$ cat src/source/adder_pkg.sv
package adder_pkg;

	////////////////////////////////////////////////////////////////////////////
	// Widths
	////////////////////////////////////////////////////////////////////////////

	// Full operand and result width
	localparam int DATA_WIDTH = 32;

	// One prefix tree covers half of the word
	localparam int HALF_WIDTH = DATA_WIDTH / 2;

	// log2 of HALF_WIDTH
	localparam int HALF_LEVELS = 4;

	////////////////////////////////////////////////////////////////////////////
	// Word types
	////////////////////////////////////////////////////////////////////////////

	// Operand and result word
	typedef logic [DATA_WIDTH-1:0] data_t;

	// Operand slice and prefix terms of one tree
	typedef logic [HALF_WIDTH-1:0] half_t;

endpackage

$ cat src/source/sklansky_half_tree.sv
`timescale 1ns/1ns

module sklansky_half_tree (
	input  adder_pkg::half_t a_i,
	input  adder_pkg::half_t b_i,
	output adder_pkg::half_t bit_p_o,
	output adder_pkg::half_t group_g_o,
	output adder_pkg::half_t group_p_o
);

	////////////////////////////////////////////////////////////////////////////
	// Prefix terms per level
	////////////////////////////////////////////////////////////////////////////

	// Entry 0 holds the bit terms, entry k+1 the terms after level k
	wire adder_pkg::half_t g_lvl [adder_pkg::HALF_LEVELS+1];
	wire adder_pkg::half_t p_lvl [adder_pkg::HALF_LEVELS+1];

	// Bit generate and propagate
	assign g_lvl[0] = a_i & b_i;
	assign p_lvl[0] = a_i ^ b_i;

	////////////////////////////////////////////////////////////////////////////
	// Sklansky levels
	////////////////////////////////////////////////////////////////////////////

	for (genvar k = 0; k < adder_pkg::HALF_LEVELS; k++) begin : g_level
		for (genvar i = 0; i < adder_pkg::HALF_WIDTH; i++) begin : g_bit
			if (((i >> k) & 1) == 1) begin : g_combine
				// Top bit of the lower part of this block
				localparam int J = ((i >> (k + 1)) << (k + 1)) + (1 << k) - 1;

				assign g_lvl[k+1][i] = g_lvl[k][i] | (p_lvl[k][i] & g_lvl[k][J]);
				assign p_lvl[k+1][i] = p_lvl[k][i] & p_lvl[k][J];
			end else begin : g_pass
				// Lower part already spans down to the block start
				assign g_lvl[k+1][i] = g_lvl[k][i];
				assign p_lvl[k+1][i] = p_lvl[k][i];
			end
		end
	end

	////////////////////////////////////////////////////////////////////////////
	// Outputs
	////////////////////////////////////////////////////////////////////////////

	// Bit propagate is kept for the sum XOR
	assign bit_p_o = p_lvl[0];

	// Spans from each bit down to bit 0 of this tree
	assign group_g_o = g_lvl[adder_pkg::HALF_LEVELS];
	assign group_p_o = p_lvl[adder_pkg::HALF_LEVELS];

endmodule

$ cat src/source/carry_merge_sum.sv
`timescale 1ns/1ns

module carry_merge_sum (
	input  logic              clk_i,
	input  logic              reset_i,
	input  logic              carry_in_i,
	input  adder_pkg::half_t  low_bit_p_i,
	input  adder_pkg::half_t  low_group_g_i,
	input  adder_pkg::half_t  low_group_p_i,
	input  adder_pkg::half_t  high_bit_p_i,
	input  adder_pkg::half_t  high_group_g_i,
	input  adder_pkg::half_t  high_group_p_i,
	output adder_pkg::data_t  sum_o,
	output logic              overflow_o
);

	adder_pkg::half_t low_carry_out;
	adder_pkg::half_t high_carry_out;
	logic             mid_carry;
	adder_pkg::data_t carry_into;
	adder_pkg::data_t sum_d;
	logic             overflow_d;

	////////////////////////////////////////////////////////////////////////////
	// Carry merge
	////////////////////////////////////////////////////////////////////////////

	// Carry-in acts as a generate below bit 0
	assign low_carry_out = low_group_g_i
		| (low_group_p_i & {adder_pkg::HALF_WIDTH{carry_in_i}});

	// Carry out of bit 15 feeds the upper tree
	assign mid_carry = low_carry_out[adder_pkg::HALF_WIDTH-1];

	assign high_carry_out = high_group_g_i
		| (high_group_p_i & {adder_pkg::HALF_WIDTH{mid_carry}});

	// Carry into each bit, shifted up by one position
	assign carry_into = {
		high_carry_out[adder_pkg::HALF_WIDTH-2:0],
		mid_carry,
		low_carry_out[adder_pkg::HALF_WIDTH-2:0],
		carry_in_i
	};

	////////////////////////////////////////////////////////////////////////////
	// Sum and overflow
	////////////////////////////////////////////////////////////////////////////

	assign sum_d = {high_bit_p_i, low_bit_p_i} ^ carry_into;

	// Signed overflow from carries around the sign bit
	assign overflow_d = carry_into[adder_pkg::DATA_WIDTH-1]
		^ high_carry_out[adder_pkg::HALF_WIDTH-1];

	// Result register
	always_ff @(posedge clk_i) begin
		if (reset_i) begin
			sum_o      <= '0;
			overflow_o <= 1'b0;
		end else begin
			sum_o      <= sum_d;
			overflow_o <= overflow_d;
		end
	end

endmodule

$ cat src/source/sklansky_add_sub.sv
`timescale 1ns/1ns

module sklansky_add_sub (
	input  logic             clk_i,
	input  logic             reset_i,
	input  adder_pkg::data_t a_i,
	input  adder_pkg::data_t b_i,
	input  logic             sub_i,
	output adder_pkg::data_t sum_o,
	output logic             overflow_o
);

	adder_pkg::data_t b_eff;

	adder_pkg::half_t low_bit_p;
	adder_pkg::half_t low_group_g;
	adder_pkg::half_t low_group_p;
	adder_pkg::half_t high_bit_p;
	adder_pkg::half_t high_group_g;
	adder_pkg::half_t high_group_p;

	// Invert B for subtraction, the +1 comes in as carry-in
	assign b_eff = b_i ^ {adder_pkg::DATA_WIDTH{sub_i}};

	////////////////////////////////////////////////////////////////////////////
	// Prefix trees, bits 15..0 and 31..16
	////////////////////////////////////////////////////////////////////////////

	sklansky_half_tree i_low_tree (
		.a_i       (a_i[adder_pkg::HALF_WIDTH-1:0]),
		.b_i       (b_eff[adder_pkg::HALF_WIDTH-1:0]),
		.bit_p_o   (low_bit_p),
		.group_g_o (low_group_g),
		.group_p_o (low_group_p)
	);

	sklansky_half_tree i_high_tree (
		.a_i       (a_i[adder_pkg::DATA_WIDTH-1:adder_pkg::HALF_WIDTH]),
		.b_i       (b_eff[adder_pkg::DATA_WIDTH-1:adder_pkg::HALF_WIDTH]),
		.bit_p_o   (high_bit_p),
		.group_g_o (high_group_g),
		.group_p_o (high_group_p)
	);

	////////////////////////////////////////////////////////////////////////////
	// Merge and output register
	////////////////////////////////////////////////////////////////////////////

	carry_merge_sum i_merge (
		.clk_i          (clk_i),
		.reset_i        (reset_i),
		.carry_in_i     (sub_i),
		.low_bit_p_i    (low_bit_p),
		.low_group_g_i  (low_group_g),
		.low_group_p_i  (low_group_p),
		.high_bit_p_i   (high_bit_p),
		.high_group_g_i (high_group_g),
		.high_group_p_i (high_group_p),
		.sum_o          (sum_o),
		.overflow_o     (overflow_o)
	);

endmodule

$ cat config.mk
export PLATFORM = sky130hd
export DESIGN_NAME = sklansky_add_sub
export DESIGN_NICKNAME = d
export VERILOG_FILES = /design/src/source/adder_pkg.sv /design/src/source/sklansky_half_tree.sv /design/src/source/carry_merge_sum.sv /design/src/source/sklansky_add_sub.sv
export SDC_FILE = /design/constraint.sdc
export NUM_CORES = 1
export LEC_CHECK = 0
export CAP_MARGIN = 10
export CORE_UTILIZATION = 50
export DETAILED_ROUTE_END_ITERATION = 8
export DONT_BUFFER_PORTS = 1
export PLACE_DENSITY = 0.7
export SETUP_SLACK_MARGIN = 0.02
export SYNTH_ARGS = -nofsm -noshare
export SYNTH_HDL_FRONTEND = slang
export SYNTH_SLANG_ARGS = --single-unit
$ cat constraint.sdc
create_clock -name clk_i -period 8.5 [get_ports clk_i]
set_input_delay 1.7 -clock clk_i [delete_from_list [all_inputs] [get_ports clk_i]]
set_output_delay 1.7 -clock clk_i [all_outputs]
set_load 0.01 [all_outputs]
==> impl_metrics.yaml <==
worst_setup_path:
  cp_top_family: "compound AO/OA/AOI/OAI gates"
  crit_path_max_incr_delay_ns: 0.40
  crit_path_end_kind: "flop"
  slowest_stage: "a311o_2"
  cp_num_buf_inv: 0
  crit_type: "in -> reg"
  crit_chain: "xor2_1 -> ha_1 -> and4_4 -> a221o_1 -> a311o_2 -> o21ai_4 -> a211oi_2 -> or2_4 -> o41ai_4 -> mux2_1"
  arrival_ns: 4.32
  critPathLaunchType: "primary input"
  required_ns: 8.66
  worstPathMaxFanout: 36
synth:
  synth_xor_area_share_pct: 18.4
  synth_cell_types: 47
  synth_nets: 375
  synth_top_family_by_area: "compound AO/OA/AOI/OAI gates"
  synthMuxAreaShare_pct: 1.31
  synth-seq-cells: 33
  synthSimpleGateAreaFrac_pct: 14.8
  synth_seq_area_share_pct: 26.7
  syn_area_per_cell_um2: 9.01
  synth_compound_area_share_pct: 19.4
  synth-edff-count: 0
  synthArstFlopShare_pct: 0
  synthesis.area_um2: 2480
  syn_inst: 275
  ys.flop_type: "dfxtp_1"
  synthAdderAreaFrac_pct: 17.0
  ys_warn_count: 0
flow_run:
  cap_violations: 0
floorplan:
  start_util_pct: 52.1
  dieArea_um2: 5240
  row_count: 25
  design.core.area_um2: 4750
  ios: 100
  fp.dieH_um: 72.4
  die_w_um: 72.4
route:
  drtIter0Drc: 37
  wl_per_cell_um: 14.1
  drc: 0
  finalWirelength_um: 4810
  viasPerCell: 5.53
  dr.pass1.iters: 4
  final_antenna_net_count: 0
  vias: 1891
timing:
  hold_violations: 0
  fin_ws_ns: 4.34
  rsz0062_at_grt: "no"
  tns_ns: 0
  fin_crit_sh_pct: 48.9
  worst_pin_slew_ns: 0.448
  setup_viol: 0
  max_freq_mhz: 240
  relSlewSlack_pct: 69.8
  maxSlewViolCount: 0
  finalCriticalPeriod_ns: 4.16
placed_design:
  dp_hpwl_um: 3780
  gp_congestion: 0.746
  portBuffers: 0
  pre_cts_slack_ns: 4.03
  dpl-instance-area_um2: 2530
worst_hold_path:
  hold_path_class: "in -> reg"
clocking:
  cts_hold_buffers: 0
  clock_path_buffers: 2
  cts_resized: 0
  tritoncts: "yes"
  h-tree-depth: 2
  root_buffer: "clkbuf_8"
  cts_setup_buffers: 0
  numCtsBuffers: 5
  cts.sinks: 33
  clk_pin_slew_ns: 0.07
layout:
  multiInputGateArea_um2: 1760
  final_common_cell: "xor2_1"
  layout-drive-gt1-share_pct: 5.45
  fin_nets: 374
  register_area_um2: 661
  final_area_um2: 2610
  fillerInstances: 461
  insertedDiodeCount: 0
  syn_to_final_growth_pct: 5.35
  mostFrequentLayoutCells: "xor2_1 (43), dfxtp_1 (33), ha_1 (32)"
  fin_util_pct: 54.9
global_routing:
  overflow: 0
  grt_antenna_before_repair: 0
  grtUsageTotal_pct: 18.5
  grt_pass1_wl_um: 7660
  grt_pass1_vias: 1799
  grt_start_max_net_pins: 37
power_and_ir_drop:
  leakagePower_nw: 1.20
  pwr_density_cell_nw_per_um2: 188
  vdd_drop_max_mv: 0.0784
outcome:
  status: "complete, no violations"
[flip-flops by register name, summed over array words and instances (netlist names)]
name,count
i_merge.overflow_o,1
i_merge.sum_o,32
[report_power, final]
group	leakage (nW)	switching [mW]	internal, mW
Sequential	0.275	0.0252	0.184
Combinational	0.883	0.0873	0.0822
Clock	0.0395	0.0544	0.0582
[cells in the mapped netlist (all sizes together), types with 4 or more instances]
cell type,count,area [um2]
a21o,12,90.1
clkbuf,4,15.0
o21ai,8,51.3
nor2b,5,31.3
buf,4,16.3
nand2,7,26.3
dfxtp,33,661
ha,32,400
inv,8,30.0
xor2,43,377
a211oi,5,42.5
a21oi,15,75.1
o21a,6,45.0
nor3,9,45.0
xnor2,9,78.8
or2,4,27.5
nor2,31,116
[final cells by class]
cell class	instances	area share (%)
multi-input cells	226	67.3
flip-flops and latches	33	25.3
inverters	8	1.15
clock buffers	8	3.07
well taps	67	3.21
[final timing paths]
path | start | endpoint | cells past startpoint
max | sub_i | i_merge.overflow_o | 10
min | reset_i | i_merge.sum_o[11] | 1
[layer usage]
metal	wire length (um)	part of all wire [%]	global-route usage (%)
met1	2030	42	20.1
met2	2390	50	33.9
met4	61	1.3	5.88
met5	0	0	0
met3	321	6.7	5.97
[logic make-up after synthesis]
| kind of cell | after synthesis |
|---|---|
| AOI/OAI and AO/OA | 65 |
| xor gates and xnor gates | 52 |
| DFF | 33 |
| muxes | 3 |
| buffers and inverters | 16 |
| and+or+nand+nor | 73 |
| adders and majority gates | 33 |
[stage by stage]
step                      hold WS (ns)  std cells  power (mW)
after CTS                         1.47        342       0.496
after detailed placement          1.78        334       0.382
final                             1.48        342       0.491
after global routing              1.47        342       0.528
after global placement            1.77        334       0.378
after floorplan                   1.97        275       0.359
Power figures use the tool's default switching activity.
